===== config.mk =====
export PLATFORM = sky130hd
export DESIGN_NAME = system_monitor
export DESIGN_NICKNAME = d
export VERILOG_FILES = /design/src/hw/sysmon_pkg.sv /design/src/hw/button_sync.sv /design/src/hw/backlight_ctrl.sv /design/src/hw/battery_meter.sv /design/src/hw/battery_leds.sv /design/src/hw/system_monitor.sv
export SDC_FILE = /design/constraint.sdc
export NUM_CORES = 1
export LEC_CHECK = 0
export BUFFER_PORTS_ARGS = -buffer_cell sky130_fd_sc_hd__clkbuf_2
export CAP_MARGIN = 10
export CELL_PAD_IN_SITES_DETAIL_PLACEMENT = 0
export CELL_PAD_IN_SITES_GLOBAL_PLACEMENT = 1
export CORE_ASPECT_RATIO = 0.5
export CORE_UTILIZATION = 40
export DETAILED_ROUTE_END_ITERATION = 12
export PLACE_DENSITY = 0.75
export SLEW_MARGIN = 20
export SYNTH_ARGS = -nofsm -noshare
export SYNTH_HDL_FRONTEND = slang
export SYNTH_SLANG_ARGS = --single-unit

===== constraint.sdc =====
create_clock -name clk -period 4.8 [get_ports clk]
set_input_delay 0 -clock clk [delete_from_list [all_inputs] [get_ports clk]]
set_output_delay 0 -clock clk [all_outputs]
set_load 0.1 [all_outputs]

===== src/hw/sysmon_pkg.sv =====
// System monitor shared definitions
`default_nettype none

package sysmon_pkg;

    localparam int VOLT_W         = 14;
    localparam int VOTE_W         = 11;
    localparam int BRIGHT_MAX     = 15;
    localparam int HISTORY_LEN    = 16;
    localparam int PWM_PERIOD     = 256;
    localparam int PWM_W          = $clog2(PWM_PERIOD);
    localparam int SETTLE_SAMPLES = 512;
    localparam int VOTE_LIMIT     = 127;
    localparam int AVG_SAMPLES    = 256;
    localparam int AVG_SHIFT      = $clog2(AVG_SAMPLES);
    localparam int SUM_W          = VOLT_W + AVG_SHIFT;
    localparam int VOLT_VALID     = 700;   // About 1.8 V
    localparam int LED_ON_SECONDS = 5;
    localparam int SECOND_MAX     = 7;

    localparam int DEFAULT_ADC_INTERVAL = 41946;   // 5 ms at 8.39 MHz
    localparam int DEFAULT_MUX_LEAD     = 1000;

    typedef logic [VOLT_W-1:0]        volt_t;
    typedef logic [3:0]               brightness_t;
    typedef logic signed [VOTE_W-1:0] vote_t;

    typedef struct packed {
        logic menu_n;   // Pressed = 0
        logic up;
        logic down;
        logic left;
        logic right;
        logic a;
        logic b;
        logic sel;
        logic start;
    } buttons_t;

    typedef struct packed {
        logic  is_lithium;
        logic  type_known;
        volt_t volt;
    } battery_status_t;

    typedef enum logic [1:0] {
        PHASE_SETTLE,
        PHASE_DETECT,
        PHASE_AVERAGE
    } meter_phase_t;

    typedef enum logic {
        MENU_IDLE,
        MENU_HELD
    } menu_state_t;

    // One sample of one level, then fifteen of the other
    localparam logic [HISTORY_LEN-1:0] HIST_PRESS   = {1'b1, {(HISTORY_LEN-1){1'b0}}};
    localparam logic [HISTORY_LEN-1:0] HIST_RELEASE = ~HIST_PRESS;

    localparam volt_t LI_FULL   = 14'd1423;   // 3.75 V
    localparam volt_t LI_CRIT   = 14'd1145;
    localparam volt_t LI_RED    = 14'd1182;
    localparam volt_t LI_YELLOW = 14'd1293;
    localparam volt_t AA_FULL   = 14'd1367;   // 3.6 V
    localparam volt_t AA_CRIT   = 14'd997;
    localparam volt_t AA_RED    = 14'd1071;
    localparam volt_t AA_YELLOW = 14'd1200;

    localparam volt_t AA_DIM_BELOW = 14'd979;    // 2.55 V
    localparam volt_t AA_DIM_ABOVE = 14'd1293;   // 3.4 V

endpackage

`default_nettype wire


===== src/hw/button_sync.sv =====
// Button synchronizers and menu control
`timescale 1ns/1ps
`default_nettype none

module button_sync import sysmon_pkg::*; (
    input  wire       clk,
    input  wire       reset,
    input  wire       buttons_t buttons,
    output logic      menu_disabled,
    output logic      bright_up,
    output logic      bright_down
);

    buttons_t               sync1;
    buttons_t               sync2;
    logic [HISTORY_LEN-1:0] menu_hist;
    logic [HISTORY_LEN-1:0] left_hist;
    logic [HISTORY_LEN-1:0] right_hist;
    menu_state_t            state;
    logic                   other_btn;

    assign other_btn = sync2.up | sync2.down | sync2.left | sync2.right |
                       sync2.a | sync2.b | sync2.sel | sync2.start;

    always_ff @(posedge clk or posedge reset) begin
        if (reset) begin
            sync1        <= '0;
            sync1.menu_n <= 1'b1;   // Released
            sync2        <= '0;
            sync2.menu_n <= 1'b1;
            menu_hist    <= '1;
            left_hist    <= '0;
            right_hist   <= '0;
        end else begin
            sync1      <= buttons;
            sync2      <= sync1;
            menu_hist  <= {menu_hist[HISTORY_LEN-2:0], sync2.menu_n};
            left_hist  <= {left_hist[HISTORY_LEN-2:0], sync2.left};
            right_hist <= {right_hist[HISTORY_LEN-2:0], sync2.right};
        end
    end

    always_ff @(posedge clk or posedge reset) begin
        if (reset) begin
            state         <= MENU_IDLE;
            menu_disabled <= 1'b1;
        end else begin
            case (state)
                MENU_IDLE: if (menu_hist == HIST_PRESS) state <= MENU_HELD;
                MENU_HELD: begin
                    if (menu_hist == HIST_RELEASE) begin
                        menu_disabled <= ~menu_disabled;
                        state         <= MENU_IDLE;
                    end
                end
                default: state <= MENU_IDLE;
            endcase
            if (other_btn) state <= MENU_IDLE;   // Combo press, no toggle
        end
    end

    // Steps only while menu held in normal mode
    always_ff @(posedge clk or posedge reset) begin
        if (reset) begin
            bright_up   <= 1'b0;
            bright_down <= 1'b0;
        end else begin
            bright_up   <= menu_disabled && !sync2.menu_n && (right_hist == HIST_PRESS);
            bright_down <= menu_disabled && !sync2.menu_n && (left_hist == HIST_PRESS);
        end
    end

endmodule

`default_nettype wire


===== src/hw/backlight_ctrl.sv =====
// LCD backlight control
`timescale 1ns/1ps
`default_nettype none

module backlight_ctrl import sysmon_pkg::*; (
    input  wire             clk,
    input  wire             reset,
    input  wire             bright_up,
    input  wire             bright_down,
    input  wire             half_second_tick,
    input  wire             battery_status_t battery_status,
    output logic            lcd_pwm,
    output logic            lcd_backlight_init
);

    brightness_t      brightness;
    brightness_t      saved_brightness;
    logic             dimmed;
    logic             aa_cell;
    logic             volt_ok;
    logic             dim_start;
    logic             dim_end;
    logic [PWM_W-1:0] pwm_cnt;

    assign aa_cell   = battery_status.type_known && !battery_status.is_lithium;
    assign volt_ok   = aa_cell && (battery_status.volt >= VOLT_VALID);
    assign dim_start = volt_ok && !dimmed && (battery_status.volt < AA_DIM_BELOW);
    assign dim_end   = volt_ok && dimmed && (battery_status.volt > AA_DIM_ABOVE);

    always_ff @(posedge clk or posedge reset) begin
        if (reset) begin
            brightness <= '0;
            dimmed     <= 1'b0;
        end else begin
            if (bright_down && brightness != 0)
                brightness <= brightness - 1'b1;
            if (bright_up && brightness != BRIGHT_MAX)
                brightness <= brightness + 1'b1;
            if (dimmed)
                brightness <= '0;   // Held dark on a weak AA cell
            if (dim_start)
                dimmed <= 1'b1;
            if (dim_end) begin
                dimmed     <= 1'b0;
                brightness <= saved_brightness;
            end
        end
    end

    always_ff @(posedge clk) begin
        if (dim_start)
            saved_brightness <= brightness;
    end

    always_ff @(posedge clk or posedge reset) begin
        if (reset) begin
            pwm_cnt            <= '0;
            lcd_backlight_init <= 1'b0;
        end else begin
            pwm_cnt <= pwm_cnt + 1'b1;   // Free running
            if (half_second_tick)
                lcd_backlight_init <= 1'b1;
        end
    end

    assign lcd_pwm = (pwm_cnt <= {brightness, 4'b0000});

endmodule

`default_nettype wire


===== src/hw/battery_meter.sv =====
// Battery voltage meter
`timescale 1ns/1ps
`default_nettype none

module battery_meter import sysmon_pkg::*; #(
    parameter int ADC_INTERVAL = DEFAULT_ADC_INTERVAL,
    parameter int MUX_LEAD     = DEFAULT_MUX_LEAD
) (
    input  wire                  clk,
    input  wire                  reset,
    input  wire                  adc_ready,
    input  wire                  volt_t adc_value,
    output logic                 adc_req,
    output logic                 adc_sel,
    output battery_status_t      battery_status
);

    localparam int TIMER_W = $clog2(ADC_INTERVAL + 1);

    logic [TIMER_W-1:0]                timer;
    logic                              mux_toggle;
    meter_phase_t                      phase;
    logic [$clog2(SETTLE_SAMPLES)-1:0] settle_cnt;
    vote_t                             vote;
    logic                              is_lithium;
    logic                              type_known;
    logic [AVG_SHIFT-1:0]              avg_cnt;
    logic [SUM_W-1:0]                  sum;
    logic [SUM_W-1:0]                  sum_next;
    logic                              last_sample;
    volt_t                             volt;

    assign type_known  = (phase == PHASE_AVERAGE);
    assign sum_next    = sum + SUM_W'(adc_value);
    assign last_sample = type_known && (&avg_cnt);

    always_ff @(posedge clk or posedge reset) begin
        if (reset) begin
            timer      <= '0;
            adc_req    <= 1'b0;
            mux_toggle <= 1'b0;
        end else if (timer < ADC_INTERVAL) begin
            timer   <= timer + 1'b1;
            adc_req <= 1'b0;
            // Switch the mux ahead of the next conversion
            if (!type_known && timer == ADC_INTERVAL - MUX_LEAD)
                mux_toggle <= ~mux_toggle;
        end else begin
            timer   <= '0;
            adc_req <= 1'b1;
        end
    end

    assign adc_sel = type_known ? is_lithium : mux_toggle;

    always_ff @(posedge clk or posedge reset) begin
        if (reset) begin
            phase      <= PHASE_SETTLE;
            settle_cnt <= '0;
            vote       <= '0;
            is_lithium <= 1'b0;
            avg_cnt    <= '0;
            volt       <= '0;
        end else if (adc_ready) begin
            case (phase)
                PHASE_SETTLE: begin
                    settle_cnt <= settle_cnt + 1'b1;
                    if (&settle_cnt)
                        phase <= PHASE_DETECT;
                end
                PHASE_DETECT: begin
                    if (vote > VOTE_LIMIT || vote < -VOTE_LIMIT) begin
                        phase      <= PHASE_AVERAGE;
                        is_lithium <= vote[VOTE_W-1];   // Negative means lithium
                    end else if (adc_value >= VOLT_VALID) begin
                        vote <= adc_sel ? vote - vote_t'(1) : vote + vote_t'(1);
                    end
                end
                PHASE_AVERAGE: begin
                    avg_cnt <= avg_cnt + 1'b1;
                    if (last_sample)
                        volt <= sum_next[SUM_W-1:AVG_SHIFT];
                end
                default: phase <= PHASE_SETTLE;
            endcase
        end
    end

    always_ff @(posedge clk) begin
        if (adc_ready) begin
            if (phase == PHASE_DETECT || last_sample)
                sum <= '0;   // Start of a new window
            else if (type_known)
                sum <= sum_next;
        end
    end

    assign battery_status = {is_lithium, type_known, volt};

endmodule

`default_nettype wire


===== src/hw/battery_leds.sv =====
// Battery status LEDs
`timescale 1ns/1ps
`default_nettype none

module battery_leds import sysmon_pkg::*; (
    input  wire        clk,
    input  wire        reset,
    input  wire        battery_status_t battery_status,
    input  wire        charging,
    input  wire        second_tick,
    output logic       led_red,
    output logic       led_yellow,
    output logic       led_green,
    output logic       low_battery
);

    volt_t      volt;
    volt_t      full_th;
    volt_t      crit_th;
    volt_t      red_th;
    volt_t      yellow_th;
    logic       blink;
    logic       discharge_first;
    logic       was_green;
    logic [2:0] second_cnt;
    logic       show_level;

    assign volt       = battery_status.volt;
    assign full_th    = battery_status.is_lithium ? LI_FULL : AA_FULL;
    assign crit_th    = battery_status.is_lithium ? LI_CRIT : AA_CRIT;
    assign red_th     = battery_status.is_lithium ? LI_RED : AA_RED;
    assign yellow_th  = battery_status.is_lithium ? LI_YELLOW : AA_YELLOW;
    assign show_level = (second_cnt < LED_ON_SECONDS);

    always_ff @(posedge clk or posedge reset) begin
        if (reset) begin
            led_red         <= 1'b0;
            led_yellow      <= 1'b0;
            led_green       <= 1'b0;
            low_battery     <= 1'b0;
            blink           <= 1'b0;
            discharge_first <= 1'b1;
            was_green       <= 1'b0;
            second_cnt      <= '0;
        end else begin
            if (second_tick)
                blink <= ~blink;
            led_red     <= 1'b0;
            led_yellow  <= 1'b0;
            led_green   <= 1'b0;
            low_battery <= 1'b0;
            was_green   <= 1'b0;
            if (volt >= VOLT_VALID) begin
                if (charging) begin
                    discharge_first <= 1'b1;
                    led_green       <= (volt >= full_th) || blink;   // Blinks until full
                end else begin
                    discharge_first <= 1'b0;
                    if (volt < crit_th) begin
                        low_battery <= 1'b1;
                        led_red     <= blink;
                    end else if (volt < red_th) begin
                        low_battery <= 1'b1;
                        led_red     <= 1'b1;
                    end else if (volt < yellow_th) begin
                        led_yellow <= show_level;
                        if (was_green)
                            discharge_first <= 1'b1;   // Dropped out of green
                    end else begin
                        led_green <= show_level;
                        was_green <= 1'b1;
                    end
                    if (discharge_first)
                        second_cnt <= '0;
                    else if (second_tick && second_cnt < SECOND_MAX)
                        second_cnt <= second_cnt + 1'b1;
                end
            end
        end
    end

endmodule

`default_nettype wire


===== src/hw/system_monitor.sv =====
// System monitor top level
`timescale 1ns/1ps
`default_nettype none

module system_monitor import sysmon_pkg::*; #(
    parameter int ADC_INTERVAL = DEFAULT_ADC_INTERVAL,
    parameter int MUX_LEAD     = DEFAULT_MUX_LEAD
) (
    input  wire                  clk,
    input  wire                  reset,
    input  wire                  buttons_t buttons,
    input  wire                  adc_ready,
    input  wire                  volt_t adc_value,
    input  wire                  charging,
    input  wire                  second_tick,
    input  wire                  half_second_tick,
    output logic                 adc_req,
    output logic                 adc_sel,
    output logic                 lcd_pwm,
    output logic                 lcd_backlight_init,
    output logic                 menu_disabled,
    output logic                 led_red,
    output logic                 led_yellow,
    output logic                 led_green,
    output logic                 low_battery,
    output battery_status_t      battery_status
);

    logic bright_up;
    logic bright_down;

    button_sync u_button_sync (
        .clk           (clk),
        .reset         (reset),
        .buttons       (buttons),
        .menu_disabled (menu_disabled),
        .bright_up     (bright_up),
        .bright_down   (bright_down)
    );

    backlight_ctrl u_backlight_ctrl (
        .clk                (clk),
        .reset              (reset),
        .bright_up          (bright_up),
        .bright_down        (bright_down),
        .half_second_tick   (half_second_tick),
        .battery_status     (battery_status),
        .lcd_pwm            (lcd_pwm),
        .lcd_backlight_init (lcd_backlight_init)
    );

    battery_meter #(
        .ADC_INTERVAL (ADC_INTERVAL),
        .MUX_LEAD     (MUX_LEAD)
    ) u_battery_meter (
        .clk            (clk),
        .reset          (reset),
        .adc_ready      (adc_ready),
        .adc_value      (adc_value),
        .adc_req        (adc_req),
        .adc_sel        (adc_sel),
        .battery_status (battery_status)
    );

    battery_leds u_battery_leds (
        .clk            (clk),
        .reset          (reset),
        .battery_status (battery_status),
        .charging       (charging),
        .second_tick    (second_tick),
        .led_red        (led_red),
        .led_yellow     (led_yellow),
        .led_green      (led_green),
        .low_battery    (low_battery)
    );

endmodule

`default_nettype wire


==> impl_metrics.json, run 1 <==
{
  "syn_inst": 761,
  "drt_iter0_drc": 253,
  "r2r_start": "u_battery_meter.phase[0]",
  "nets": 919,
  "finalCritPeriodShare_pct": 66.5,
  "rows": 37,
  "synth-edff-count": 26,
  "synth.avg_cell_area_um2": 11.4,
  "clock_sinks": 183,
  "reg2reg_depth": 10,
  "die-area_um2": 22300,
  "r2r_slack_ps": 1610,
  "endpoint": "u_battery_meter.vote[10]",
  "ys_ff_latch": 183,
  "dp_hpwl_um": 11700,
  "crit_path_start": "u_battery_meter.phase[0]",
  "core_area_um2": 20900,
  "clkLatencyLatePin_ps": 430,
  "final_common_cell": "dfrtp_1",
  "ys_seq_area_share_pct": 54.6,
  "yosysWarnings": 0,
  "num_vias": 5827,
  "cap_violations": 0,
  "pin_count": 54,
  "grt_pass1_vias": 5783,
  "async_reset_ff_share_pct": 85.8,
  "drc": 0,
  "firstDrtPassIters": 4,
  "top_layer": "met4",
  "maxSlewViolCount": 0,
  "skew_ps": 14.2,
  "layout_common_cells": "dfrtp_1, nor2_1, ha_1, clkbuf_2, nand2_1",
  "place_area_um2": 9250,
  "wl_met2_um": 7350,
  "synthesis.nets": 846,
  "max_stage_delay_ps": 520,
  "grt_pass1_wl_um": 28500,
  "crit_family": "adder cells",
  "power_density_nw_per_um2": 451,
  "portBuffers": 53,
  "root_buffer": "clkbuf_16",
  "drive_above_1_share_pct": 15.8,
  "wl_met1_um": 8710,
  "cts_htree_levels": 4,
  "wire_per_inst_um": 14.6,
  "worstPathArrival_ps": 3510,
  "grt_overflow": 0,
  "worst_pin_slew_ps": 1050,
  "hold_viol_final": 0,
  "p_leak_nw": 4.40,
  "ys_types": 72,
  "dr_wl_met3_um": 470,
  "max_slew_margin_pct": 29.7,
  "timing.hold.ws_ps": 84.7,
  "design_area_um2": 9980,
  "path_buf_inv": 1,
  "setup_viol": 0,
  "rsz0062_at_grt": "false",
  "antenna_found_initial": 0,
  "cp_num_cells": 10,
  "ant_nets": 0,
  "synthFlopType": "dfrtp_1",
  "gp_congestion": 0.815,
  "syn_to_final_growth_pct": 15.1,
  "clkTransAtPathRegs_ps": 70,
  "cts_buffers": 17,
  "grt_use_total_pct": 16.0,
  "worstSetupPathType": "reg2reg",
  "n_antenna_cell": 0,
  "cp_cell_sequence": "inv_1, ha_1, mux2_2, fa_1, a211oi_1, o211ai_1, a41oi_1, and2_1, o21ai_1, xnor2_1",
  "tritoncts": "yes",
  "die_w_um": 210,
  "crit_fanout": 13,
  "via_per_inst": 5.12,
  "clk_path_buf_depth": 2,
  "critPathLaunchType": "flop",
  "die_y_um": 106,
  "final.setup.worst_slack_ps": 1610,
  "fin_crit_ps": 3190,
  "status": "completed",
  "critical-path-slowest-cell": "mux2_2",
  "cts_resized": 0,
  "crit_required_ps": 5110,
  "fmax_mhz": 313,
  "syn_area_um2": 8670,
  "end_kind": "flop",
  "post-cts-setup-buffers": 0,
  "irDropWorstVdd_mv": 0.208,
  "grt_max_degree": 105,
  "wl_um": 16700,
  "cts_hold_buf": 15,
  "hold_class": "in2reg",
  "r2r_end": "u_battery_meter.vote[10]",
  "start_util_pct": 41.5,
  "setup_tns_ps": 0,
  "place_ws_ps": 1620
}
==> cell usage after synthesis, types with 5 or more instances <==
| cell type | number | area share [%] |
|---|---|---|
| dfrtp_1 | 137 | 40 |
| nor2_1 | 69 | 3.0 |
| ha_1 | 53 | 7.6 |
| nand2_1 | 44 | 1.9 |
| a21oi_1 | 38 | 2.2 |
| xnor2_1 | 35 | 3.5 |
| o21ai_0 | 28 | 1.6 |
| xor2_1 | 28 | 2.8 |
| inv_1 | 27 | 1.2 |
| edfxtp_1 | 26 | 9.0 |
| nand3_1 | 23 | 1.3 |
| dfstp_2 | 20 | 6.1 |
| nand4_1 | 17 | 1.2 |
| nor3_1 | 17 | 0.98 |
| nor4_1 | 16 | 1.2 |
| a21o_1 | 12 | 1.0 |
| o211ai_1 | 10 | 0.87 |
| a211oi_1 | 9 | 0.78 |
| and2_1 | 9 | 0.65 |
| clkbuf_1 | 9 | 0.39 |
| mux2_2 | 8 | 1.0 |
| a31oi_1 | 7 | 0.50 |
| and3_1 | 7 | 0.50 |
| and4_1 | 6 | 0.61 |
| nor2b_1 | 6 | 0.43 |
| o21ai_1 | 6 | 0.35 |
| o21bai_1 | 6 | 0.52 |
| or2_2 | 5 | 0.36 |
| or4_1 | 5 | 0.43 |
==> layer usage <==
metal / up-vias / global-route usage [%]
met5: - / 0
met4: 0 / 4.07
met3: 12 / 4.17
met2: 76 / 24.6
met1: 2825 / 22.5
li1: 2914 / -
==> per-stage QoR <==
| step | power [mW] | instances | util [%] |
|---|---|---|---|
| final | 4.50 | 1139 | 47.8 |
| after detailed placement | 3.12 | 1092 | 44.3 |
| after floorplan | 2.86 | 761 | - |
| after CTS | 4.55 | 1139 | 47.8 |
| after global routing | 4.77 | 1139 | 47.8 |
| after global placement | 3.09 | 1092 | 44.3 |
==> power breakdown <==
| group | leakage, nW | total, mW | internal [mW] | switching (mW) |
|---|---|---|---|---|
| sequential | 2.18 | 2.00 | 1.85 | 0.146 |
| combinational | 1.92 | 1.11 | 0.445 | 0.661 |
| clock | 0.293 | 1.40 | 0.789 | 0.606 |
==> logic make-up after synthesis <==
logic type | after synthesis | share of synthesized area [%]
XOR/XNOR | 63 | 6.36
AO/OA/AOI/OAI | 149 | 11.4
flip-flops | 183 | 54.6
adder cells (fa/ha/maj) | 56 | 8.34
multiplexers | 13 | 1.85
AND/OR/NAND/NOR | 255 | 15.5
buffers and inverters | 42 | 2.00
==> flip-flops by register name (all words and copies together), names as in the netlist, 2 cells and up <==
signal and flops:
u_button_sync.right_hist 16, u_battery_meter.vote 11, u_battery_leds.second_cnt 3, u_battery_meter.sum 22
u_battery_meter.timer 16, u_backlight_ctrl.brightness 4, u_button_sync.sync2 9, u_battery_meter.avg_cnt 8
u_button_sync.menu_hist 16, u_backlight_ctrl.pwm_cnt 8, u_battery_meter.volt 14, u_battery_meter.phase 2
u_backlight_ctrl.saved_brightness 4, u_battery_meter.settle_cnt 9, u_button_sync.left_hist 16, u_button_sync.sync1 9
==> area by class of cell <==
| type | count | area [um^2] |
|---|---|---|
| clock buffer | 19 | 443 |
| clock inverter | 13 | 143 |
| fill | 1905 | 10900 |
| inverter | 27 | 106 |
| multi-input combinational | 536 | 3770 |
| sequential | 183 | 4730 |
| tap | 292 | 365 |
| timing repair buffer | 69 | 423 |
==> worst min path at each step <==
stage	from	end	slack [ps]	cells past startpoint
3_3_place_gp	buttons[8]	u_button_sync.sync1[8]	90	1
4_1_cts	adc_value[1]	u_battery_meter.sum[1]	70	3
5_1_grt	adc_value[1]	u_battery_meter.sum[1]	120	3
6_report	adc_value[1]	u_battery_meter.sum[1]	80	3
3_5_place_dp	buttons[8]	u_button_sync.sync1[8]	90	1
2_1_floorplan	buttons[8]	u_button_sync.sync1[8]	4	0
==> worst min-delay path, stage by stage <==
cell	delay (ps)
clkbuf_2	120
fa_1	170
and2_1	120
Power figures use the tool's default switching activity.
==> run 2: changes to the inputs <==
--- a/config.mk
+++ b/config.mk
@@ -12,7 +12,7 @@
 export CORE_ASPECT_RATIO = 0.5
 export CORE_UTILIZATION = 40
 export DETAILED_ROUTE_END_ITERATION = 12
-export PLACE_DENSITY = 0.75
+export PLACE_DENSITY = 0.78
 export SLEW_MARGIN = 20
 export SYNTH_ARGS = -nofsm -noshare
 export SYNTH_HDL_FRONTEND = slang
==> constraint.sdc (replaced) <==
create_clock -name clk -period 2.8 [get_ports clk]
set_input_delay 0 -clock clk [delete_from_list [all_inputs] [get_ports clk]]
set_output_delay 0 -clock clk [all_outputs]
set_load 0.1 [all_outputs]
==> impl_metrics.json, run 2 (same netlist as run 1, synthesis figures left out) <==
{
  "status": "completed",
  "clock_sinks": 183,
  "grt_use_total_pct": 16.5,
  "die_y_um": 106,
  "drt_iter0_drc": 238,
  "r2r_slack_ps": 170,
  "cts_buffers": 17,
  "path_buf_inv": 1,
  "r2r_end": "u_battery_meter.vote[10]",
  "crit_family": "compound AO/OA/AOI/OAI gates",
  "hold_class": "in2reg",
  "critical-path-slowest-cell": "fa_2",
  "antenna_found_initial": 0,
  "clk_path_buf_depth": 2,
  "layout_common_cells": "dfrtp_1, nor2_1, ha_1, clkbuf_2, nand2_1",
  "setup_tns_ps": 0,
  "wl_um": 17000,
  "cp_num_cells": 10,
  "grt_pass1_wl_um": 29300,
  "dp_cells": 1102,
  "syn_to_final_growth_pct": 16.6,
  "end_kind": "flop",
  "worstSetupPathType": "reg2reg",
  "grt_overflow": 0,
  "reg2reg_depth": 10,
  "fmax_mhz": 380,
  "worst_pin_slew_ps": 720,
  "core_area_um2": 20900,
  "power_density_nw_per_um2": 772,
  "crit_path_start": "u_battery_meter.phase[0]",
  "cap_violations": 0,
  "cts_htree_levels": 4,
  "via_per_inst": 5.12,
  "rows": 37,
  "dp_hpwl_um": 12100,
  "nets": 929,
  "final_common_cell": "dfrtp_1",
  "portBuffers": 53,
  "critPathLaunchType": "flop",
  "fin_crit_ps": 2630,
  "hold_viol_final": 0,
  "timing.hold.ws_ps": 78.2,
  "firstDrtPassIters": 6,
  "skew_ps": 9.60,
  "largest_reg_flops": 22,
  "ant_nets": 0,
  "clkLatencyLatePin_ps": 430,
  "grt_max_degree": 56,
  "post-route-util_pct": 48.4,
  "clkTransAtPathRegs_ps": 70,
  "wire_per_inst_um": 14.8,
  "max_stage_delay_ps": 400,
  "cp_cell_sequence": "inv_1, ha_1, mux2_4, fa_2, a211oi_2, o211ai_1, a41oi_2, and2_1, o21ai_1, xnor2_1",
  "regMostFlops": "u_battery_meter.sum",
  "n_antenna_cell": 0,
  "tritoncts": "yes",
  "die_w_um": 210,
  "maxSlewViolCount": 0,
  "drc": 0,
  "grt_pass1_vias": 6032,
  "num_vias": 5886,
  "crit_required_ps": 3120,
  "worstPathArrival_ps": 2950,
  "drive_above_1_share_pct": 17.2,
  "total_power_mw": 7.81,
  "max_slew_margin_pct": 51.9,
  "root_buffer": "clkbuf_16",
  "endpoint": "u_battery_meter.vote[10]",
  "setup_viol": 0,
  "pin_count": 54,
  "die-area_um2": 22300,
  "rsz0062_at_grt": "false",
  "crit_fanout": 13,
  "r2r_start": "u_battery_meter.phase[0]",
  "fin_cells": 1149,
  "irDropWorstVdd_mv": 0.319,
  "p_leak_nw": 4.45,
  "start_util_pct": 41.5,
  "gp_congestion": 0.844,
  "finalCritPeriodShare_pct": 94.0
}
[run 2: cell types whose count changed in the layout (fill, tap and decap cells not counted), moves of 2 or more]
cell / change
clkinv_8: +2
clkinv_2: -2
inv_8: +7
clkinvlp_4: +3
buf_4: +9
inv_6: -5
[run 2: per-stage QoR]
stage	worst slack [ps]	area (um^2)
6_report	169	10100
4_1_cts	33.3	10100
3_5_place_dp	32.3	9340
5_1_grt	8.91	10100
2_1_floorplan	32.3	8690
3_3_place_gp	117	9340
[run 2: area by class of cell]
class,instances,area [um^2]
Inverter,27,105
Sequential cell,183,4730
Fill cell,1862,10800
Multi-Input combinational cell,536,3790
Tap cell,292,365
Clock buffer,17,425
Clock inverter,15,179
Timing Repair Buffer,79,510
[run 2: metal layers]
layer | wire (um) | GRT usage (%) | share of wire (%) | vias up
met5 | 0 | 0 | 0 | -
met4 | 388 | 7.04 | 2.3 | 0
met3 | 549 | 3.69 | 3.2 | 26
met2 | 7910 | 26.9 | 46 | 66
met1 | 8190 | 21.4 | 48 | 2865
li1 | - | - | - | 2929
[run 2: what timing repair did]
item	4_1_cts	5_1_grt
hold buffers	15	0
buffers inserted	0	0
setup endpoints to repair	0	3
endpoints found under the hold margin	43	0
gates resized for setup	0	4
[run 2: worst min-delay path by stage]
stage	from	end	slack, ps	depth (start not counted)
4_1_cts	adc_value[1]	u_battery_meter.sum[1]	60	3
3_5_place_dp	buttons[8]	u_button_sync.sync1[8]	90	1
3_3_place_gp	buttons[8]	u_button_sync.sync1[8]	90	1
6_report	adc_value[1]	u_battery_meter.sum[1]	80	3
2_1_floorplan	buttons[8]	u_button_sync.sync1[8]	4	0
5_1_grt	adc_value[1]	u_battery_meter.sum[1]	100	3
[run 2: report_power, final]
part / internal (mW) / switching [mW] / total (mW)
clock: 1.29 / 1.15 / 2.44
combinational: 0.805 / 1.14 / 1.94
sequential: 3.17 / 0.249 / 3.42
[run 2: worst register-to-register path: cells and delay by family, from the launching register on]
family	cells	cell delay [ps]
AND/OR/NAND/NOR	1	140
adder cells (fa/ha/maj)	2	590
multiplexers	1	390
buffers and inverters	1	100
XOR/XNOR	1	170
flip-flops	1	380
AO/OA/AOI/OAI	4	730
